File: src/logic/cps_bus_pkg.sv
package cps_bus_pkg;

    // one CPU strobe as seen on the bus
    // dsn is active low per byte lane, dsn[1] guards the upper byte
    typedef struct packed {
        logic        wr;
        logic        rd;
        logic [5:0]  addr;
        logic [1:0]  dsn;
        logic [15:0] data;
    } bus_req_t;

    // registered access handed to one register window
    typedef struct packed {
        logic        valid;
        logic        wr;
        logic [4:0]  ofs;
        logic [1:0]  dsn;
        logic [15:0] data;
    } reg_access_t;

    // word address bit that selects the configurable window
    localparam int unsigned WINDOW_BIT = 5;

endpackage

File: src/logic/cps_video_pkg.sv
package cps_video_pkg;

    localparam int unsigned CFG_BYTES = 16;

    // slots of the configuration string
    // the first byte downloaded ends up in slot 15
    localparam logic [3:0] CFG_ID_ADDR  = 4'd0;
    localparam logic [3:0] CFG_ID_VALUE = 4'd1;
    localparam logic [3:0] CFG_MULT1    = 4'd2;
    localparam logic [3:0] CFG_MULT2    = 4'd3;
    localparam logic [3:0] CFG_RSLT0    = 4'd4;
    localparam logic [3:0] CFG_RSLT1    = 4'd5;
    localparam logic [3:0] CFG_LAYER    = 4'd6;
    localparam logic [3:0] CFG_PRIO0    = 4'd7;
    localparam logic [3:0] CFG_PRIO1    = 4'd8;
    localparam logic [3:0] CFG_PRIO2    = 4'd9;
    localparam logic [3:0] CFG_PRIO3    = 4'd10;
    localparam logic [3:0] CFG_PAL_PAGE = 4'd11;
    localparam logic [3:0] CFG_MASK0    = 4'd12;
    localparam logic [3:0] CFG_MASK1    = 4'd13;
    localparam logic [3:0] CFG_MASK2    = 4'd14;
    localparam logic [3:0] CFG_MASK3    = 4'd15;

    // word offsets in the fixed window
    localparam logic [4:0] A_OFS_OBJ_BASE  = 5'd0;
    localparam logic [4:0] A_OFS_SCR1_BASE = 5'd1;
    localparam logic [4:0] A_OFS_SCR2_BASE = 5'd2;
    localparam logic [4:0] A_OFS_SCR3_BASE = 5'd3;
    localparam logic [4:0] A_OFS_ROW_BASE  = 5'd4;
    localparam logic [4:0] A_OFS_PAL_BASE  = 5'd5;
    localparam logic [4:0] A_OFS_HPOS1     = 5'd6;
    localparam logic [4:0] A_OFS_VPOS1     = 5'd7;
    localparam logic [4:0] A_OFS_HPOS2     = 5'd8;
    localparam logic [4:0] A_OFS_VPOS2     = 5'd9;
    localparam logic [4:0] A_OFS_HPOS3     = 5'd10;
    localparam logic [4:0] A_OFS_VPOS3     = 5'd11;
    localparam logic [4:0] A_OFS_PPU_CTRL  = 5'd17;

    // draw order 3,2,1,0 in bits 13:6 and all four layers enabled in bits 4:1
    localparam logic [15:0] LAYER_CTRL_RESET =
        {2'b00, 2'b00, 2'b01, 2'b10, 2'b11, 1'b0, 4'b1111, 1'b0};

    localparam logic [15:0] NO_DATA = 16'hffff;

    typedef struct packed {
        logic [15:0] obj_base;
        logic [15:0] scr1_base;
        logic [15:0] scr2_base;
        logic [15:0] scr3_base;
        logic [15:0] row_base;
        logic [15:0] pal_base;
        logic [15:0] hpos1;
        logic [15:0] vpos1;
        logic [15:0] hpos2;
        logic [15:0] vpos2;
        logic [15:0] hpos3;
        logic [15:0] vpos3;
        logic [15:0] ppu_ctrl;
    } a_regs_t;

    typedef struct packed {
        logic [15:0] layer_ctrl;
        logic [15:0] prio0;
        logic [15:0] prio1;
        logic [15:0] prio2;
        logic [15:0] prio3;
        logic [5:0]  pal_page_en;
        logic [7:0]  layer_mask0;
        logic [7:0]  layer_mask1;
        logic [7:0]  layer_mask2;
        logic [7:0]  layer_mask3;
    } b_regs_t;

    // what the renderer works from during one frame
    typedef struct packed {
        a_regs_t         a;
        b_regs_t         b;
        logic [3:0][1:0] draw_order;
        logic [3:0]      layer_en;
    } frame_cfg_t;

endpackage

File: src/logic/cps_bus_decode.sv
`timescale 1ns/1ns

module cps_bus_decode (
    input  logic                     clk,
    input  logic                     reg_rst,
    input  cps_bus_pkg::bus_req_t    bus_req,
    output cps_bus_pkg::reg_access_t a_acc,
    output cps_bus_pkg::reg_access_t b_acc
);

    logic        a_valid;
    logic        b_valid;
    logic        wr_q;
    logic [4:0]  ofs_q;
    logic [1:0]  dsn_q;
    logic [15:0] data_q;
    logic        in_b;

    assign in_b = bus_req.addr[cps_bus_pkg::WINDOW_BIT];

    always_ff @(posedge clk or posedge reg_rst) begin
        if (reg_rst) begin
            a_valid <= 1'b0;
            b_valid <= 1'b0;
        end else begin
            // nothing answers a read in the fixed window so it stops here
            a_valid <= bus_req.wr && !in_b;
            b_valid <= (bus_req.wr || bus_req.rd) && in_b;
        end
    end

    // payload is shared by both windows, only the valid bits steer it
    always_ff @(posedge clk) begin
        wr_q   <= bus_req.wr;
        ofs_q  <= bus_req.addr[4:0];
        dsn_q  <= bus_req.dsn;
        data_q <= bus_req.data;
    end

    assign a_acc = '{valid: a_valid, wr: wr_q, ofs: ofs_q, dsn: dsn_q, data: data_q};
    assign b_acc = '{valid: b_valid, wr: wr_q, ofs: ofs_q, dsn: dsn_q, data: data_q};

    strobe_kind: assert property (@(posedge clk) disable iff (reg_rst)
        !(bus_req.wr && bus_req.rd))
        else $error("bus strobe with both write and read set");

    one_window: assert property (@(posedge clk) disable iff (reg_rst)
        !(a_acc.valid && b_acc.valid))
        else $error("access routed to both register windows");

endmodule

File: src/logic/cps_a_regs.sv
`timescale 1ns/1ns

module cps_a_regs (
    input  logic                     clk,
    input  logic                     reg_rst,
    input  cps_bus_pkg::reg_access_t acc,
    output cps_video_pkg::a_regs_t   live,
    output logic                     pal_copy
);

    logic        wr_en;
    logic        copy_pending;
    logic [15:0] wdata;

    // byte-lane merge, a low dsn bit lets that byte through
    function automatic logic [15:0] lane_merge(
        input logic [15:0] old_word,
        input logic [15:0] new_word,
        input logic [1:0]  dsn
    );
        logic [15:0] merged;
        merged[15:8] = dsn[1] ? old_word[15:8] : new_word[15:8];
        merged[7:0]  = dsn[0] ? old_word[7:0]  : new_word[7:0];
        return merged;
    endfunction

    assign wr_en = acc.valid && acc.wr;

    // current contents of the addressed word merged with the new data
    always_comb begin
        case (acc.ofs)
            cps_video_pkg::A_OFS_OBJ_BASE:  wdata = live.obj_base;
            cps_video_pkg::A_OFS_SCR1_BASE: wdata = live.scr1_base;
            cps_video_pkg::A_OFS_SCR2_BASE: wdata = live.scr2_base;
            cps_video_pkg::A_OFS_SCR3_BASE: wdata = live.scr3_base;
            cps_video_pkg::A_OFS_ROW_BASE:  wdata = live.row_base;
            cps_video_pkg::A_OFS_PAL_BASE:  wdata = live.pal_base;
            cps_video_pkg::A_OFS_HPOS1:     wdata = live.hpos1;
            cps_video_pkg::A_OFS_VPOS1:     wdata = live.vpos1;
            cps_video_pkg::A_OFS_HPOS2:     wdata = live.hpos2;
            cps_video_pkg::A_OFS_VPOS2:     wdata = live.vpos2;
            cps_video_pkg::A_OFS_HPOS3:     wdata = live.hpos3;
            cps_video_pkg::A_OFS_VPOS3:     wdata = live.vpos3;
            cps_video_pkg::A_OFS_PPU_CTRL:  wdata = live.ppu_ctrl;
            default:                        wdata = '0;
        endcase
        wdata = lane_merge(wdata, acc.data, acc.dsn);
    end

    always_ff @(posedge clk or posedge reg_rst) begin
        if (reg_rst) begin
            live         <= '0;
            copy_pending <= 1'b0;
            pal_copy     <= 1'b0;
        end else begin
            // the copy waits for a quiet bus cycle
            // a base written in two halves is then complete
            pal_copy <= 1'b0;
            if (copy_pending && !acc.valid) begin
                pal_copy     <= 1'b1;
                copy_pending <= 1'b0;
            end
            if (wr_en) begin
                case (acc.ofs)
                    cps_video_pkg::A_OFS_OBJ_BASE:  live.obj_base  <= wdata;
                    cps_video_pkg::A_OFS_SCR1_BASE: live.scr1_base <= wdata;
                    cps_video_pkg::A_OFS_SCR2_BASE: live.scr2_base <= wdata;
                    cps_video_pkg::A_OFS_SCR3_BASE: live.scr3_base <= wdata;
                    cps_video_pkg::A_OFS_ROW_BASE:  live.row_base  <= wdata;
                    cps_video_pkg::A_OFS_PAL_BASE: begin
                        live.pal_base <= wdata;
                        copy_pending  <= 1'b1;
                    end
                    cps_video_pkg::A_OFS_HPOS1:     live.hpos1     <= wdata;
                    cps_video_pkg::A_OFS_VPOS1:     live.vpos1     <= wdata;
                    cps_video_pkg::A_OFS_HPOS2:     live.hpos2     <= wdata;
                    cps_video_pkg::A_OFS_VPOS2:     live.vpos2     <= wdata;
                    cps_video_pkg::A_OFS_HPOS3:     live.hpos3     <= wdata;
                    cps_video_pkg::A_OFS_VPOS3:     live.vpos3     <= wdata;
                    cps_video_pkg::A_OFS_PPU_CTRL:  live.ppu_ctrl  <= wdata;
                    default: ;
                endcase
            end
        end
    end

    copy_single: assert property (@(posedge clk) disable iff (reg_rst)
        pal_copy |=> !pal_copy)
        else $error("pal_copy held for more than one cycle");

endmodule

File: src/logic/cps_b_regs.sv
`timescale 1ns/1ns

module cps_b_regs (
    input  logic                     clk,
    input  logic                     reg_rst,
    input  cps_bus_pkg::reg_access_t acc,
    input  logic                     cfg_we,
    input  logic [7:0]               cfg_data,
    output cps_video_pkg::b_regs_t   live,
    output logic                     rd_valid,
    output logic [15:0]              rd_data
);

    // per-game string, powers up cleared and survives reset
    logic [cps_video_pkg::CFG_BYTES-1:0][7:0] cfg = '0;

    logic [7:0]  id_byte;
    logic [15:0] mult1;
    logic [15:0] mult2;
    logic [31:0] product;
    logic [15:0] layer_ctrl;
    logic [15:0] prio0;
    logic [15:0] prio1;
    logic [15:0] prio2;
    logic [15:0] prio3;
    logic [5:0]  pal_page_en;
    logic [15:0] rd_mux;
    logic        wr_word;
    logic        rd_req;

    logic hit_id;
    logic hit_mult1;
    logic hit_mult2;
    logic hit_rslt0;
    logic hit_rslt1;
    logic hit_layer;
    logic hit_prio0;
    logic hit_prio1;
    logic hit_prio2;
    logic hit_prio3;
    logic hit_pal_page;

    always_ff @(posedge clk) begin
        if (cfg_we) begin
            cfg <= {cfg[cps_video_pkg::CFG_BYTES-2:0], cfg_data};
        end
    end

    // address bytes are byte addresses, bits 5:1 give the word offset
    assign hit_id       = acc.ofs == cfg[cps_video_pkg::CFG_ID_ADDR][5:1];
    assign hit_mult1    = acc.ofs == cfg[cps_video_pkg::CFG_MULT1][5:1];
    assign hit_mult2    = acc.ofs == cfg[cps_video_pkg::CFG_MULT2][5:1];
    assign hit_rslt0    = acc.ofs == cfg[cps_video_pkg::CFG_RSLT0][5:1];
    assign hit_rslt1    = acc.ofs == cfg[cps_video_pkg::CFG_RSLT1][5:1];
    assign hit_layer    = acc.ofs == cfg[cps_video_pkg::CFG_LAYER][5:1];
    assign hit_prio0    = acc.ofs == cfg[cps_video_pkg::CFG_PRIO0][5:1];
    assign hit_prio1    = acc.ofs == cfg[cps_video_pkg::CFG_PRIO1][5:1];
    assign hit_prio2    = acc.ofs == cfg[cps_video_pkg::CFG_PRIO2][5:1];
    assign hit_prio3    = acc.ofs == cfg[cps_video_pkg::CFG_PRIO3][5:1];
    assign hit_pal_page = acc.ofs == cfg[cps_video_pkg::CFG_PAL_PAGE][5:1];

    assign id_byte = cfg[cps_video_pkg::CFG_ID_VALUE];
    assign product = mult1 * mult2;
    assign wr_word = acc.valid && acc.wr && (acc.dsn == 2'b00);
    assign rd_req  = acc.valid && !acc.wr;

    always_comb begin
        rd_mux = cps_video_pkg::NO_DATA;
        // offset 31 never answers, even when a slot points at it
        if (!(&acc.ofs)) begin
            if (hit_id)
                rd_mux = {4'd0, id_byte[7:4], 4'd0, id_byte[3:0]};
            else if (hit_mult1)
                rd_mux = mult1;
            else if (hit_mult2)
                rd_mux = mult2;
            else if (hit_rslt0)
                rd_mux = product[15:0];
            else if (hit_rslt1)
                rd_mux = product[31:16];
            else if (hit_layer)
                rd_mux = layer_ctrl;
            else if (hit_prio0)
                rd_mux = prio0;
            else if (hit_prio1)
                rd_mux = prio1;
            else if (hit_prio2)
                rd_mux = prio2;
            else if (hit_prio3)
                rd_mux = prio3;
            else if (hit_pal_page)
                rd_mux = {10'd0, pal_page_en};
        end
    end

    always_ff @(posedge clk or posedge reg_rst) begin
        if (reg_rst) begin
            mult1       <= '0;
            mult2       <= '0;
            layer_ctrl  <= cps_video_pkg::LAYER_CTRL_RESET;
            prio0       <= '1;
            prio1       <= '1;
            prio2       <= '1;
            prio3       <= '1;
            pal_page_en <= '1;
            rd_valid    <= 1'b0;
            rd_data     <= cps_video_pkg::NO_DATA;
        end else begin
            rd_valid <= rd_req;
            if (rd_req) begin
                rd_data <= rd_mux;
            end
            // only full-word writes land here
            if (wr_word) begin
                if (hit_mult1) mult1 <= acc.data;
                if (hit_mult2) mult2 <= acc.data;
                if (hit_layer) layer_ctrl <= acc.data;
                if (hit_prio0) prio0 <= acc.data;
                if (hit_prio1) prio1 <= acc.data;
                if (hit_prio2) prio2 <= acc.data;
                if (hit_prio3) prio3 <= acc.data;
                if (hit_pal_page) pal_page_en <= acc.data[5:0];
            end
        end
    end

    assign live = '{
        layer_ctrl:  layer_ctrl,
        prio0:       prio0,
        prio1:       prio1,
        prio2:       prio2,
        prio3:       prio3,
        pal_page_en: pal_page_en,
        layer_mask0: cfg[cps_video_pkg::CFG_MASK0],
        layer_mask1: cfg[cps_video_pkg::CFG_MASK1],
        layer_mask2: cfg[cps_video_pkg::CFG_MASK2],
        layer_mask3: cfg[cps_video_pkg::CFG_MASK3]
    };

    cfg_quiet: assert property (@(posedge clk) disable iff (reg_rst)
        !(cfg_we && acc.valid))
        else $error("configuration download overlaps a register access");

endmodule

File: src/logic/cps_frame_latch.sv
`timescale 1ns/1ns

module cps_frame_latch (
    input  logic                      clk,
    input  logic                      reg_rst,
    input  logic                      frame_start,
    input  cps_video_pkg::a_regs_t    a_live,
    input  cps_video_pkg::b_regs_t    b_live,
    output cps_video_pkg::frame_cfg_t frame_cfg,
    output logic                      frame_valid
);

    logic [3:0][1:0] order_dec;

    // draw position p comes from layer_ctrl bits 7+2p:6+2p
    always_comb begin
        for (int p = 0; p < 4; p++) begin
            order_dec[p] = b_live.layer_ctrl[6 + 2*p +: 2];
        end
    end

    // the renderer only ever sees what was live at frame start
    always_ff @(posedge clk or posedge reg_rst) begin
        if (reg_rst) begin
            frame_cfg   <= '0;
            frame_valid <= 1'b0;
        end else begin
            frame_valid <= frame_start;
            if (frame_start) begin
                frame_cfg.a          <= a_live;
                frame_cfg.b          <= b_live;
                frame_cfg.draw_order <= order_dec;
                frame_cfg.layer_en   <= b_live.layer_ctrl[4:1];
            end
        end
    end

endmodule

File: src/logic/cps_video_regs.sv
`timescale 1ns/1ns

module cps_video_regs (
    input  logic                      clk,
    input  logic                      reg_rst,
    input  cps_bus_pkg::bus_req_t     bus_req,
    input  logic                      cfg_we,
    input  logic [7:0]                cfg_data,
    input  logic                      frame_start,
    output logic                      rd_valid,
    output logic [15:0]               rd_data,
    output logic                      pal_copy,
    output cps_video_pkg::frame_cfg_t frame_cfg,
    output logic                      frame_valid
);

    cps_bus_pkg::reg_access_t a_acc;
    cps_bus_pkg::reg_access_t b_acc;
    cps_video_pkg::a_regs_t   a_live;
    cps_video_pkg::b_regs_t   b_live;

    cps_bus_decode bus_decode_i (
        .clk     (clk),
        .reg_rst (reg_rst),
        .bus_req (bus_req),
        .a_acc   (a_acc),
        .b_acc   (b_acc)
    );

    // fixed map, write only
    cps_a_regs a_regs_i (
        .clk      (clk),
        .reg_rst  (reg_rst),
        .acc      (a_acc),
        .live     (a_live),
        .pal_copy (pal_copy)
    );

    // addresses set by the game configuration
    cps_b_regs b_regs_i (
        .clk      (clk),
        .reg_rst  (reg_rst),
        .acc      (b_acc),
        .cfg_we   (cfg_we),
        .cfg_data (cfg_data),
        .live     (b_live),
        .rd_valid (rd_valid),
        .rd_data  (rd_data)
    );

    cps_frame_latch frame_latch_i (
        .clk         (clk),
        .reg_rst     (reg_rst),
        .frame_start (frame_start),
        .a_live      (a_live),
        .b_live      (b_live),
        .frame_cfg   (frame_cfg),
        .frame_valid (frame_valid)
    );

endmodule

File: config.mk
export PLATFORM = sky130hd
export DESIGN_NAME = cps_video_regs
export DESIGN_NICKNAME = d
export VERILOG_FILES = /design/src/logic/cps_bus_pkg.sv /design/src/logic/cps_video_pkg.sv /design/src/logic/cps_bus_decode.sv /design/src/logic/cps_a_regs.sv /design/src/logic/cps_b_regs.sv /design/src/logic/cps_frame_latch.sv /design/src/logic/cps_video_regs.sv
export SDC_FILE = /design/constraint.sdc
export NUM_CORES = 2
export LEC_CHECK = 0
export BUFFER_PORTS_ARGS = -buffer_cell sky130_fd_sc_hd__buf_2
export CORE_MARGIN = 3
export CORE_UTILIZATION = 35
export CTS_CLUSTER_DIAMETER = 40
export CTS_CLUSTER_SIZE = 10
export DETAILED_ROUTE_END_ITERATION = 7
export SLEW_MARGIN = 25
export SYNTH_ARGS = -nofsm -noshare
export SYNTH_HDL_FRONTEND = slang
export SYNTH_SLANG_ARGS = --single-unit
File: constraint.sdc
create_clock -name clk -period 49 [get_ports clk]
set_clock_uncertainty 0.05 [all_clocks]
set_input_delay 9.8 -clock clk [delete_from_list [all_inputs] [get_ports clk]]
set_output_delay 9.8 -clock clk [all_outputs]
set_load 0.005 [all_outputs]
==> impl_results.md <==
* Number of enable flip-flop cells after synthesis at 128
* Total of warnings raised by yosys at 0
* #FFs+latches synth at 826
* CTS buffer count at 109
* Commonest non-fill, non-tap cell in the layout: mux2_2
* Final min period at 12.02 ns
* CTS HTree Levels at 3
* Slew Limit Fails at 0
* Post-synthesis sequential area ratio at 51.5%
* Post-synthesis mux area share at 17.9%
* Resize count post-CTS at 0
* Total routed wirelength at 126000 um
* Clock transition at path regs at 0.06 ns
* Cells along the critical path: buf_2, inv_8, buf_4, buf_4, buf_6
* Flop pwr share at 46.3%
* Simple-gate share of the synthesized area at 6.21%
* Final setup margin at 36.99 ns
* Slowest CP cell: buf_4
* Pin count of the biggest net entering global routing at 181
* Library cells used by synthesis at 69
* IO buf count at 394
* Worst setup SP type: input port
* ANT nets after route at 0
* Die extent in x at 350 um
* Fillers at 10951
* Setup Crit Path Kind: in2async
* Maxcap violations at 0
* Async SR Flop Fraction at 81.6%
* Syn Area/Cell at 13.1 sq um
* Mapped Nets at 3487
* DRC Markers at 0
* # clock sinks at 826
* Power Total at 1730 uW
* Largest fanout on the critical path at 99
* Initial DRC count at 2429
* Largest family of logic cells by synthesized area: multiplexers
* FF/Latch Area at 21300 sq um
* Top-level port count at 395
* Max incr delay on CP at 0.74 ns
* Post-DP HPWL at 88300 um
* Worst-margin pin slew at 1.10 ns
* CTS root buffer: clkbuf_16
* Initial antenna violation count at 8
* Compound-Gate Fraction of Synth Area at 5.96%
* Starting Density at 35.4%
* Vias in the first global route at 27422
* HP Class: reg2reg
* First-pass GRT wire length at 187000 um
* Vias at 27193
* Pre-antenna DRT Iters at 6
* Nets at 3861
* Final setup TNS at 0 ns
* Drt wl/cell at 24.6 um
* Top FF cell, synth: dfrtp_1
* Tot GR Track Use at 20.5%
* Worst skew pair latency at 0.68 ns
* Share of cells above drive strength 1 at 39.1%
* Area grow syn2layout at 17.6%
* RD Place Congestion at 0.893
* Via-to-Cell Ratio at 5.29
* Tcrit/Tclk final at 24.5%
* CP arrival at 12.70 ns
* Core Area at 117000 sq um
* Worst IR Drop VDD at 0.0000325 V
* Cells after Synth at 3151
* CTS tree: built
* Count of final setup violators at 0
* Achievable clock frequency at 0.0832 GHz
* Num rows at 125
* Area occupied by multi-input gates at 18400 sq um
* CTS Buffer Depth at 3
* P_leak at 0.0237 uW
* Switch share at 25.3%
* Mapped cell area at 41300 sq um
* CP Data Required Time at 49.69 ns
* Total internal power at 1290 uW
* Comb pwr share at 8.8%
* Clock power share at 44.9%
* Die Span Y at 350 um
* Most frequent cells in the layout: 653 x mux2_2, 580 x dfrtp_1, 392 x buf_2
* RSZ-0062 raised after global routing: no
* Synth Area in Adders at 12.5%
* P_sw at 438 uW
* Total grt overflow at 0
* Power Dens Cells at 35.6 nW/um^2
* Status: completed
* Worst setup EP type: async pin
* Final hold vios at 0
* Slew HR at 26.8%
* Die ar. at 122000 sq um
* Post-Synth XOR/XNOR Area at 1.74%
* Cell mode on critical path: buf_4
* Postcts setup bufs at 0
* Pre-CTS setup slack at 35.64 ns
* CTS Hold Buffers Added at 0
cell usage after synthesis (5+ instances only):
master,n,area [sq um]
nand2_1,223,837
o21ai_0,29,145
nor2_1,84,315
xnor2_1,42,368
o22ai_1,16,100
and2_1,123,769
buf_4,18,135
nor3_1,15,75.1
dfrtp_1,580,14500
a21oi_1,76,380
fa_1,194,3880
a22o_1,19,166
xor2_1,40,350
a21o_1,20,150
dfxtp_1,24,480
dfstp_2,94,2470
a2111oi_0,5,43.8
ha_1,104,1300
nand4_1,20,125
a222oi_1,15,150
inv_1,226,848
nor2b_1,6,37.5
nand2b_1,11,68.8
buf_1,7,26.3
a41oi_1,8,70.1
a211oi_1,12,90.1
buf_2,50,250
a31oi_1,7,43.8
and3_1,9,56.3
a211o_1,6,52.6
clkbuf_1,119,447
o221ai_1,11,96.3
a311oi_1,11,96.3
mux2_2,653,7350
nand3_1,18,90.1
nor3_2,5,50.1
edfxtp_1,128,3840
o211ai_1,12,90.1
a221oi_1,24,210
a22oi_1,29,218
flip-flops by register name, summed over array words and instances (netlist names), 32 cells and up:
name                     cells
a_regs_i.live              208
b_regs_i.cfg                88
b_regs_i.live               32
frame_latch_i.frame_cfg    326
final cells by class:
type                    count  area share (%)
diodes                      5          0.0257
clock buffers             161            6.45
clock inverters            33           0.931
inverters                 226            1.76
multi-input cells        1904            37.9
flip-flops and latches    826            43.8
well taps                1524            3.92
repair buffers            458            5.19
cells by family (layout without fill, tap and decap cells):
group	after synthesis	count (layout)
flops	826	826
mux	656	656
xor+xnor	82	82
compound gates	337	337
other cells	0	5
buf+inv	421	878
fa+ha+maj	298	298
simple gates	531	531
critical path, delay by kind of cell:
family	cells	cell delay (ns)
buffers and inverters	5	2.62
metrics by stage:
stage | utilization (%) | hold slack (ns) | instance area (sq um) | instances
after floorplan | - | 0.350 | 41300 | 3151
after global placement | 38.5 | 0.351 | 44900 | 4937
after detailed placement | 38.5 | 0.355 | 45000 | 4937
after CTS | 41.6 | 0.361 | 48500 | 5131
after global routing | 41.7 | 0.368 | 48600 | 5132
final | 41.7 | 0.360 | 48600 | 5137
worst paths after layout:
path                              startpoint                            to  slack, ns  depth (start not counted)
setup reg to reg           b_regs_i.mult2[5]           b_regs_i.rd_data[0]      41.71                         21
hold / removal              b_regs_i.cfg[46]              b_regs_i.cfg[54]       0.36                          0
setup / recovery                     reg_rst  frame_latch_i.frame_cfg[203]      36.99                          5
hold reg to reg             b_regs_i.cfg[46]              b_regs_i.cfg[54]       0.36                          0
min in group asynchronous            reg_rst   frame_latch_i.frame_cfg[34]       9.16                          2
max in group clk                 frame_start  frame_latch_i.frame_cfg[234]      37.56                          3
routing by layer:
layer  track usage [%]  vias to the layer above  part of all wire [%]
met5                 0                        -                 0.020
met4              6.78                        4                   3.4
met3              5.00                      225                   7.6
met2              31.7                      979                    45
met1              28.3                    14299                    44
li1                  -                    11686                     -
power groups by stage:
| stage | sequential (uW) | combinational (uW) | clock (uW) |
|---|---|---|---|
| global placement | 814 | 151 | 0 |
| finish | 802 | 153 | 778 |
| global route | 808 | 167 | 823 |
| detailed placement | 814 | 153 | 0 |
| floorplan | 789 | 88.9 | 0 |
| CTS | 803 | 154 | 794 |
(Power assumes the default switching activity.)
